File: config.mk
export PLATFORM = sky130hd
export DESIGN_NAME = if_mem_top
export DESIGN_NICKNAME = d
export VERILOG_FILES = /design/src/common/riscv_pkg.sv /design/src/common/mem_pkg.sv /design/src/fetch/inst_cache.sv /design/src/fetch/if_fetch.sv /design/src/rtl/lsu_port.sv /design/src/rtl/mem_arbiter.sv /design/src/rtl/if_mem_top.sv
export VERILOG_INCLUDE_DIRS = /design/src /design/src/common
export SDC_FILE = /design/constraint.sdc
export NUM_CORES = 1
export LEC_CHECK = 0
export BUFFER_PORTS_ARGS = -buffer_cell sky130_fd_sc_hd__clkbuf_2
export CAP_MARGIN = 20
export CORE_ASPECT_RATIO = 1.25
export CORE_MARGIN = 3
export CORE_UTILIZATION = 60
export CTS_CLUSTER_DIAMETER = 60
export DETAILED_ROUTE_END_ITERATION = 6
export HOLD_SLACK_MARGIN = 0.15
export PLACE_DENSITY = 0.78
export SYNTH_ARGS = -nofsm -noshare
export SYNTH_HDL_FRONTEND = slang
export SYNTH_HIERARCHICAL = 1
export SYNTH_SLANG_ARGS = --single-unit
export TNS_END_PERCENT = 20
File: constraint.sdc
create_clock -name clk -period 8.65 [get_ports clk]
set_clock_uncertainty 0.15 [all_clocks]
set_input_delay 0.865 -clock clk [delete_from_list [all_inputs] [get_ports clk]]
set_output_delay 0.865 -clock clk [all_outputs]
set_load 0.05 [all_outputs]
File: src/common/cpu_cfg.svh
`ifndef CPU_CFG_SVH
`define CPU_CFG_SVH

// first instruction address after reset
`define RESET_PC 32'h0000_0000

// number of instruction cache lines, power of two
`define ICACHE_LINES 16

// byte address width on both sides of the bus
`define ADDR_WIDTH 32

`endif

File: src/common/riscv_pkg.sv
`include "cpu_cfg.svh"

package riscv_pkg;

    // byte address seen by the core
    typedef logic [`ADDR_WIDTH-1:0] addr_t;

    // data word for loads and stores
    typedef logic [31:0] word_t;

    // one 32-bit instruction
    typedef logic [31:0] inst_t;

    // fetch sequence
    // BYTE0..BYTE3 name the next byte to put on the bus
    // PAUSE waits for the bus after the data port took it
    typedef enum logic [2:0] {
        IDLE,
        LOOKUP,
        BYTE0,
        BYTE1,
        BYTE2,
        BYTE3,
        PAUSE,
        FILL
    } fetch_state_e;

    // byte state for a given byte index
    function automatic fetch_state_e byte_state(input logic [1:0] idx);
        fetch_state_e st;
        case (idx)
            2'd0:    st = BYTE0;
            2'd1:    st = BYTE1;
            2'd2:    st = BYTE2;
            default: st = BYTE3;
        endcase
        return st;
    endfunction

endpackage

File: src/common/mem_pkg.sv
package mem_pkg;

    // one datum on the RAM bus
    typedef logic [7:0] byte_t;

    // byte lane inside a 32-bit word
    typedef logic [1:0] byte_idx_t;

    // access width of a load or store
    typedef enum logic [1:0] {
        SIZE_B,
        SIZE_H,
        SIZE_W
    } mem_size_e;

    // data port sequencer
    typedef enum logic [1:0] {
        LSU_IDLE,
        LSU_XFER,
        LSU_DONE
    } lsu_state_e;

    // who holds the byte bus this cycle
    typedef enum logic [1:0] {
        OWN_NONE,
        OWN_FETCH,
        OWN_LSU
    } bus_owner_e;

    // lane of the last byte of an access
    function automatic byte_idx_t size_last_byte(input mem_size_e size);
        byte_idx_t last;
        case (size)
            SIZE_B:  last = 2'd0;
            SIZE_H:  last = 2'd1;
            default: last = 2'd3;
        endcase
        return last;
    endfunction

endpackage

File: src/fetch/inst_cache.sv
`include "cpu_cfg.svh"

module inst_cache (
    input  logic             clk,
    input  logic             arst_n_i,
    input  logic             query_i,
    input  riscv_pkg::addr_t query_addr_i,
    input  logic             fill_i,
    input  riscv_pkg::addr_t fill_addr_i,
    input  riscv_pkg::inst_t fill_inst_i,
    output logic             hit_o,
    output riscv_pkg::inst_t inst_o
);
    import riscv_pkg::*;

    localparam int LINES = `ICACHE_LINES;
    localparam int IDX_W = $clog2(LINES);
    localparam int ADR_W = $bits(addr_t);
    // word aligned, so the two low bits are not stored
    localparam int TAG_W = ADR_W - IDX_W - 2;

    typedef logic [IDX_W-1:0] idx_t;
    typedef logic [TAG_W-1:0] tag_t;

    inst_t            data_mem [LINES];
    tag_t             tag_mem  [LINES];
    logic [LINES-1:0] line_vld;

    idx_t q_idx;
    tag_t q_tag;
    logic q_vld;
    idx_t f_idx;

    assign f_idx = fill_addr_i[IDX_W+1:2];

    always_ff @(posedge clk or negedge arst_n_i) begin
        if (!arst_n_i) begin
            line_vld <= '0;
            q_vld    <= 1'b0;
        end else begin
            q_vld <= query_i;
            if (fill_i) begin
                line_vld[f_idx] <= 1'b1;
            end
        end
    end

    // lookup address held for the compare in the next cycle
    always_ff @(posedge clk) begin
        if (query_i) begin
            q_idx <= query_addr_i[IDX_W+1:2];
            q_tag <= query_addr_i[ADR_W-1:IDX_W+2];
        end
        if (fill_i) begin
            data_mem[f_idx] <= fill_inst_i;
            tag_mem[f_idx]  <= fill_addr_i[ADR_W-1:IDX_W+2];
        end
    end

    assign hit_o  = q_vld && line_vld[q_idx] && (tag_mem[q_idx] == q_tag);
    assign inst_o = data_mem[q_idx];

endmodule

File: src/fetch/if_fetch.sv
`include "cpu_cfg.svh"

module if_fetch (
    input  logic             clk,
    input  logic             arst_n_i,
    input  logic             stall_i,
    input  logic             redirect_i,
    input  riscv_pkg::addr_t redirect_pc_i,
    input  logic             fetch_gnt_i,
    input  mem_pkg::byte_t   mem_rdata_i,
    input  logic             cache_hit_i,
    input  riscv_pkg::inst_t cache_inst_i,
    output logic             fetch_req_o,
    output riscv_pkg::addr_t fetch_addr_o,
    output logic             cache_query_o,
    output riscv_pkg::addr_t query_addr_o,
    output logic             cache_fill_o,
    output riscv_pkg::addr_t fill_addr_o,
    output riscv_pkg::inst_t fill_inst_o,
    output logic             inst_valid_o,
    output riscv_pkg::inst_t inst_o,
    output riscv_pkg::addr_t inst_pc_o
);
    import riscv_pkg::*;
    import mem_pkg::*;

    fetch_state_e state;
    addr_t        pc;
    byte_idx_t    byte_idx;
    logic         rd_pend;
    inst_t        inst_buf;
    inst_t        inst_next;
    logic         start;
    logic         byte_phase;

    // new fetch only from IDLE, never while decode stalls
    assign start      = (state == IDLE) && !stall_i && !redirect_i;
    assign byte_phase = state inside {BYTE0, BYTE1, BYTE2, BYTE3, PAUSE};

    // returned byte enters at the top, little-endian after four shifts
    assign inst_next = {mem_rdata_i, inst_buf[31:8]};

    // ask for the bus already in LOOKUP on a miss so BYTE0 sees the grant
    assign fetch_req_o  = (byte_phase || (state == LOOKUP && !cache_hit_i)) && !redirect_i;
    assign fetch_addr_o = pc + addr_t'(byte_idx);

    assign cache_query_o = start;
    assign query_addr_o  = pc;

    // last byte arrives in FILL, written straight into the line
    assign cache_fill_o = (state == FILL) && !redirect_i;
    assign fill_addr_o  = pc;
    assign fill_inst_o  = inst_next;

    always_ff @(posedge clk or negedge arst_n_i) begin
        if (!arst_n_i) begin
            state        <= IDLE;
            pc           <= `RESET_PC;
            byte_idx     <= '0;
            rd_pend      <= 1'b0;
            inst_valid_o <= 1'b0;
        end else begin
            inst_valid_o <= 1'b0;
            rd_pend      <= 1'b0;
            if (redirect_i) begin
                // partial word is dropped, pending byte ignored
                state <= IDLE;
                pc    <= redirect_pc_i;
            end else begin
                case (state)
                    IDLE: begin
                        if (start) begin
                            state    <= LOOKUP;
                            byte_idx <= '0;
                        end
                    end
                    LOOKUP: begin
                        if (cache_hit_i) begin
                            inst_valid_o <= 1'b1;
                            pc           <= pc + addr_t'(4);
                            state        <= IDLE;
                        end else begin
                            state <= BYTE0;
                        end
                    end
                    BYTE0, BYTE1, BYTE2, BYTE3, PAUSE: begin
                        if (fetch_gnt_i) begin
                            // byte issued now, captured next cycle
                            rd_pend  <= 1'b1;
                            byte_idx <= byte_idx + 2'd1;
                            state    <= (byte_idx == 2'd3) ? FILL
                                                           : byte_state(byte_idx + 2'd1);
                        end else begin
                            // byte_idx keeps the resume point
                            state <= PAUSE;
                        end
                    end
                    FILL: begin
                        inst_valid_o <= 1'b1;
                        pc           <= pc + addr_t'(4);
                        state        <= IDLE;
                    end
                    default: state <= IDLE;
                endcase
            end
        end
    end

    // assembly buffer and delivered instruction
    always_ff @(posedge clk) begin
        if (rd_pend) begin
            inst_buf <= inst_next;
        end
        if (state == LOOKUP) begin
            inst_o    <= cache_inst_i;
            inst_pc_o <= pc;
        end else if (state == FILL) begin
            inst_o    <= inst_next;
            inst_pc_o <= pc;
        end
    end

    // a redirect cancels whatever was about to be delivered
    a_redirect_kills_valid: assert property (
        @(posedge clk) disable iff (!arst_n_i) redirect_i |=> !inst_valid_o
    ) else $error("inst_valid_o after redirect_i");

    a_idle_no_req: assert property (
        @(posedge clk) disable iff (!arst_n_i) (state == IDLE) |-> !fetch_req_o
    ) else $error("fetch_req_o high in IDLE");

endmodule

File: src/rtl/lsu_port.sv
module lsu_port (
    input  logic               clk,
    input  logic               arst_n_i,
    input  logic               lsu_req_i,
    input  logic               lsu_we_i,
    input  mem_pkg::mem_size_e lsu_size_i,
    input  riscv_pkg::addr_t   lsu_addr_i,
    input  riscv_pkg::word_t   lsu_wdata_i,
    input  logic               lsu_gnt_i,
    input  mem_pkg::byte_t     mem_rdata_i,
    output logic               lsu_bus_req_o,
    output riscv_pkg::addr_t   lsu_bus_addr_o,
    output logic               lsu_bus_we_o,
    output mem_pkg::byte_t     lsu_bus_wdata_o,
    output logic               lsu_done_o,
    output riscv_pkg::word_t   lsu_rdata_o
);
    import riscv_pkg::*;
    import mem_pkg::*;

    lsu_state_e state;
    addr_t      base_addr;
    word_t      wdata_q;
    word_t      rdata_buf;
    word_t      rdata_merged;
    logic       we_q;
    byte_idx_t  idx;
    byte_idx_t  last_idx;
    byte_idx_t  cap_idx;
    logic       rd_pend;
    logic       issue;
    logic       accept;

    assign accept = (state == LSU_IDLE) && lsu_req_i;
    assign issue  = (state == LSU_XFER) && lsu_gnt_i;

    always_ff @(posedge clk or negedge arst_n_i) begin
        if (!arst_n_i) begin
            state    <= LSU_IDLE;
            we_q     <= 1'b0;
            idx      <= '0;
            last_idx <= '0;
            rd_pend  <= 1'b0;
        end else begin
            rd_pend <= issue && !we_q;
            case (state)
                LSU_IDLE: begin
                    if (lsu_req_i) begin
                        state    <= LSU_XFER;
                        we_q     <= lsu_we_i;
                        idx      <= '0;
                        last_idx <= size_last_byte(lsu_size_i);
                    end
                end
                LSU_XFER: begin
                    // one byte per granted cycle, lowest lane first
                    if (lsu_gnt_i) begin
                        idx <= idx + 2'd1;
                        if (idx == last_idx) begin
                            state <= LSU_DONE;
                        end
                    end
                end
                LSU_DONE: state <= LSU_IDLE;
                default:  state <= LSU_IDLE;
            endcase
        end
    end

    // operands latched once, read word starts at zero
    always_ff @(posedge clk) begin
        if (accept) begin
            base_addr <= lsu_addr_i;
            wdata_q   <= lsu_wdata_i;
            rdata_buf <= '0;
        end else if (rd_pend) begin
            rdata_buf <= rdata_merged;
        end
        if (issue) begin
            cap_idx <= idx;
        end
    end

    // byte of the previous read cycle lands in its own lane
    always_comb begin
        rdata_merged = rdata_buf;
        if (rd_pend) begin
            rdata_merged[{cap_idx, 3'b000} +: 8] = mem_rdata_i;
        end
    end

    assign lsu_bus_req_o   = accept || (state == LSU_XFER);
    assign lsu_bus_addr_o  = base_addr + addr_t'(idx);
    assign lsu_bus_we_o    = we_q;
    assign lsu_bus_wdata_o = wdata_q[{idx, 3'b000} +: 8];
    // last read byte is merged in the done cycle itself
    assign lsu_done_o      = (state == LSU_DONE);
    assign lsu_rdata_o     = rdata_merged;

    a_req_when_idle: assert property (
        @(posedge clk) disable iff (!arst_n_i) lsu_req_i |-> (state == LSU_IDLE)
    ) else $error("lsu_req_i while an access is in progress");

endmodule

File: src/rtl/mem_arbiter.sv
module mem_arbiter (
    input  logic             clk,
    input  logic             arst_n_i,
    input  logic             fetch_req_i,
    input  riscv_pkg::addr_t fetch_addr_i,
    input  logic             lsu_req_i,
    input  riscv_pkg::addr_t lsu_addr_i,
    input  logic             lsu_we_i,
    input  mem_pkg::byte_t   lsu_wdata_i,
    output logic             fetch_gnt_o,
    output logic             lsu_gnt_o,
    output riscv_pkg::addr_t mem_addr_o,
    output logic             mem_re_o,
    output logic             mem_we_o,
    output mem_pkg::byte_t   mem_wdata_o
);
    import mem_pkg::*;

    bus_owner_e owner;
    bus_owner_e owner_next;

    // data port first, it also keeps the bus while it asks
    always_comb begin
        if (lsu_req_i) begin
            owner_next = OWN_LSU;
        end else if (fetch_req_i) begin
            owner_next = OWN_FETCH;
        end else begin
            owner_next = OWN_NONE;
        end
    end

    always_ff @(posedge clk or negedge arst_n_i) begin
        if (!arst_n_i) begin
            owner <= OWN_NONE;
        end else begin
            owner <= owner_next;
        end
    end

    assign fetch_gnt_o = (owner == OWN_FETCH);
    assign lsu_gnt_o   = (owner == OWN_LSU);

    // pins follow the owner, a cycle only when it still requests
    assign mem_addr_o  = lsu_gnt_o ? lsu_addr_i : fetch_addr_i;
    assign mem_re_o    = (fetch_gnt_o && fetch_req_i) || (lsu_gnt_o && lsu_req_i && !lsu_we_i);
    assign mem_we_o    = lsu_gnt_o && lsu_req_i && lsu_we_i;
    assign mem_wdata_o = lsu_wdata_i;

    a_gnt_onehot: assert property (
        @(posedge clk) disable iff (!arst_n_i) !(fetch_gnt_o && lsu_gnt_o)
    ) else $error("fetch and data grants overlap");

endmodule

File: src/rtl/if_mem_top.sv
module if_mem_top (
    input  logic               clk,
    input  logic               arst_n_i,
    input  logic               stall_i,
    input  logic               redirect_i,
    input  riscv_pkg::addr_t   redirect_pc_i,
    output logic               inst_valid_o,
    output riscv_pkg::inst_t   inst_o,
    output riscv_pkg::addr_t   inst_pc_o,
    input  logic               lsu_req_i,
    input  logic               lsu_we_i,
    input  mem_pkg::mem_size_e lsu_size_i,
    input  riscv_pkg::addr_t   lsu_addr_i,
    input  riscv_pkg::word_t   lsu_wdata_i,
    output logic               lsu_done_o,
    output riscv_pkg::word_t   lsu_rdata_o,
    output riscv_pkg::addr_t   mem_addr_o,
    output logic               mem_re_o,
    output logic               mem_we_o,
    output mem_pkg::byte_t     mem_wdata_o,
    input  mem_pkg::byte_t     mem_rdata_i
);
    import riscv_pkg::*;
    import mem_pkg::*;

    // fetch side
    logic  fetch_req;
    logic  fetch_gnt;
    addr_t fetch_addr;
    logic  cache_query;
    addr_t query_addr;
    logic  cache_hit;
    inst_t cache_inst;
    logic  cache_fill;
    addr_t fill_addr;
    inst_t fill_inst;

    // data port side
    logic  lsu_bus_req;
    logic  lsu_gnt;
    addr_t lsu_bus_addr;
    logic  lsu_bus_we;
    byte_t lsu_bus_wdata;

    if_fetch u_fetch (
        .clk           (clk),
        .arst_n_i      (arst_n_i),
        .stall_i       (stall_i),
        .redirect_i    (redirect_i),
        .redirect_pc_i (redirect_pc_i),
        .fetch_gnt_i   (fetch_gnt),
        .mem_rdata_i   (mem_rdata_i),
        .cache_hit_i   (cache_hit),
        .cache_inst_i  (cache_inst),
        .fetch_req_o   (fetch_req),
        .fetch_addr_o  (fetch_addr),
        .cache_query_o (cache_query),
        .query_addr_o  (query_addr),
        .cache_fill_o  (cache_fill),
        .fill_addr_o   (fill_addr),
        .fill_inst_o   (fill_inst),
        .inst_valid_o  (inst_valid_o),
        .inst_o        (inst_o),
        .inst_pc_o     (inst_pc_o)
    );

    inst_cache u_icache (
        .clk          (clk),
        .arst_n_i     (arst_n_i),
        .query_i      (cache_query),
        .query_addr_i (query_addr),
        .fill_i       (cache_fill),
        .fill_addr_i  (fill_addr),
        .fill_inst_i  (fill_inst),
        .hit_o        (cache_hit),
        .inst_o       (cache_inst)
    );

    // read data goes to both peers, each knows when it is its own
    lsu_port u_lsu (
        .clk             (clk),
        .arst_n_i        (arst_n_i),
        .lsu_req_i       (lsu_req_i),
        .lsu_we_i        (lsu_we_i),
        .lsu_size_i      (lsu_size_i),
        .lsu_addr_i      (lsu_addr_i),
        .lsu_wdata_i     (lsu_wdata_i),
        .lsu_gnt_i       (lsu_gnt),
        .mem_rdata_i     (mem_rdata_i),
        .lsu_bus_req_o   (lsu_bus_req),
        .lsu_bus_addr_o  (lsu_bus_addr),
        .lsu_bus_we_o    (lsu_bus_we),
        .lsu_bus_wdata_o (lsu_bus_wdata),
        .lsu_done_o      (lsu_done_o),
        .lsu_rdata_o     (lsu_rdata_o)
    );

    mem_arbiter u_arb (
        .clk          (clk),
        .arst_n_i     (arst_n_i),
        .fetch_req_i  (fetch_req),
        .fetch_addr_i (fetch_addr),
        .lsu_req_i    (lsu_bus_req),
        .lsu_addr_i   (lsu_bus_addr),
        .lsu_we_i     (lsu_bus_we),
        .lsu_wdata_i  (lsu_bus_wdata),
        .fetch_gnt_o  (fetch_gnt),
        .lsu_gnt_o    (lsu_gnt),
        .mem_addr_o   (mem_addr_o),
        .mem_re_o     (mem_re_o),
        .mem_we_o     (mem_we_o),
        .mem_wdata_o  (mem_wdata_o)
    );

endmodule

==> out/results.ini <==
[run_status]
status = complete, no violations

[grt]
grtUsageMet1_pct = 36.92
grt_pass1_wl_um = 178400
busiest_layer = met2
gr-usage-met3_pct = 3.616
overflow = 0
grt_pass1_vias = 27420
grt.total_usage_pct = 28.71
grt_max_degree = 115
use_met2_pct = 50.56
antenna_found_initial = 1

[final_layout]
finish.utilization_pct = 68.35
nNetsFinal = 2953
areaGrowthSynthToFinish_pct = 12.17
antenna_cells = 0
drive_gt1_share_pct = 29.04
n_fill_cell = 4872

[sta]
fin_crit_ns = 6.987
rsz0062_at_grt = false
worst_pin_slew_ns = 1.165
slew_viol_final = 0
fin_setup_tns_ns = 0
worst_slack_ns = 1.663
min_period_over_period_pct = 80.77
maxSlewHeadroom_pct = 22.13
setup_viol = 0
max_clock_freq_ghz = 0.1431
hold_violations = 0

[setup_path]
worst_ep_arrival_time_ns = 5.97
rr_worst_depth = 12
cp-start-kind = flip-flop
cpPeakStageDelay_ns = 0.92
r2r_setup_slack_ns = 2.14
crit_path_end_kind = output pin
slowest_stage = nor4_2
r2r_end = u_fetch/fill_addr_o[21]
cp.required_ns = 7.64
critical_path_class = flip-flop to output pin
critical_path.cell_chain = buf_12 -> mux4_2 -> mux2i_1 -> xnor2_1 -> a2111oi_0 -> a2bb2oi_1 -> or4_1 -> nor4_2 -> nand2b_1 -> a21oi_1 -> a32o_1 -> clkbuf_2
crit_fanout = 114

[floorplanning]
start_util_pct = 60.93
die_h_um = 325.8
core-area_um2 = 80550
ios = 252
die_x_um = 261.8
die-area_um2 = 85290
num_rows = 116

[clock_tree]
root_buffer = clkbuf_16
clockBufferDepth = 3
cts_tree = done
h-tree-depth = 3
insertion_delay_ns = 0.70
post_cts_buffers = 0
cts_made_buffers = 109
clkTransAtPathRegs_ns = 0.06
ctsResizeCount = 0
cts_num_sinks = 1214
hold_buffers = 0

[placed_design]
place_congestion = 0.9166
dp_slack_ns = 2.041
portBuffers = 251
hpwl_um = 66360

[drt]
drt-vias-per-instance = 6.569
wl_um = 120300
ant_nets = 0
vias = 26140
first_pass_iters = 5
drc = 0
dr.first_iter.drc_count = 3053
avgRoutedWirePerCell_um = 30.23

[power]
cellPowerDensity_nw_per_um2 = 250.5
peakVddDrop_mv = 0.1992
power_leakage_nw = 18.61

[worst_hold_path]
hold_start = lsu_addr_i[0]
hold_path.class = input port to flip-flop
hold-path-endpoint = u_lsu/base_addr[0]
whs_path_depth = 1

[logic_synthesis]
yosys_warnings = 6
syn_avg_cell_area_um2 = 19.02
synthCells = 2580
synth_fp_nets = 2707
syn-cell-area_um2 = 49080

[flow_run]
cap_violations = 0

==> area by class of cell <==
| class | instances | area, um2 | area share [%] |
|---|---|---|---|
| flip-flops and latches | 1214 | 35780 | 64.99 |
| multi-input cells | 1161 | 12320 | 22.38 |
| clock buffers | 132 | 2950 | 5.359 |
| repair buffers | 301 | 1707 | 3.100 |
| well taps | 1062 | 1329 | 2.414 |
| clock inverters | 70 | 820.8 | 1.491 |
| inverters | 39 | 146.4 | 0.2659 |
==> metrics by stage <==
step / power (W) / hold WS, ns / cell area, um2 / std cells
final: 0.01379 / 0.1952 / 55060 / 3979
after global routing: 0.01421 / 0.1737 / 55060 / 3979
after CTS: 0.01386 / 0.1589 / 54980 / 3976
after detailed placement: 0.008845 / 0.3012 / 51210 / 3774
after global placement: 0.008792 / 0.2957 / 51200 / 3773
after floorplan: 0.008418 / 0.2837 / 49080 / 2580
==> metal layers <==
metal	part of all wire, %	vias up
met5	0	-
met4	3.4	0
met3	7.2	258
met2	54	1425
met1	35	13650
li1	-	10810
==> critical path, delay by kind of cell (launching register included) <==
kind            cells  cell delay [ns]
simple gates        3             1.57
buf+inv             2             0.99
flops               1             0.86
compound gates      4             0.85
mux                 2             0.83
xor+xnor            1             0.10
==> how the worst max path moves through the flow <==
| stage | slack [ns] | to | cells after the start |
|---|---|---|---|
| after CTS | 1.52 | mem_re_o | 12 |
| after detailed placement | 2.04 | u_fetch/fill_addr_o[21] | 12 |
| after global placement | 2.16 | u_fetch/fill_addr_o[21] | 12 |
| final | 1.66 | mem_re_o | 12 |
| after floorplan | 2.03 | u_icache/line_vld[0] | 5 |
| after global routing | 1.31 | mem_re_o | 12 |
==> power breakdown <==
part           switching (W)  internal (W)  total [W]
clock network        0.00211       0.00294    0.00505
logic                0.00122      0.000680    0.00190
registers           0.000249       0.00659    0.00684
total                0.00358        0.0102     0.0138
==> layout by cell type, fill, tap and decap left out, types with 28 or more instances in the layout <==
master,count
clkbuf_16,114
nand3_1,36
mux4_2,253
nand2_1,170
dfxtp_1,32
dfrtp_1,66
nor2_1,57
inv_1,36
and2_1,39
xnor2_1,73
nand4_1,35
edfxtp_1,1112
clkbuf_2,250
mux2i_1,54
a22o_1,36
buf_4,44
o21ai_0,28
xor2_1,29
==> flip-flops by register name, indices dropped and copies added, names as in the netlist, 32 cells and up, named ones only <==
name	flops
u_lsu/wdata_q	32
u_fetch/inst_o	32
u_icache/data_mem	512
u_fetch/fill_addr_o	32
u_lsu/rdata_buf	32
u_icache/tag_mem	416
u_lsu/base_addr	32
u_fetch/inst_pc_o	32
(Power assumes the default switching activity.)
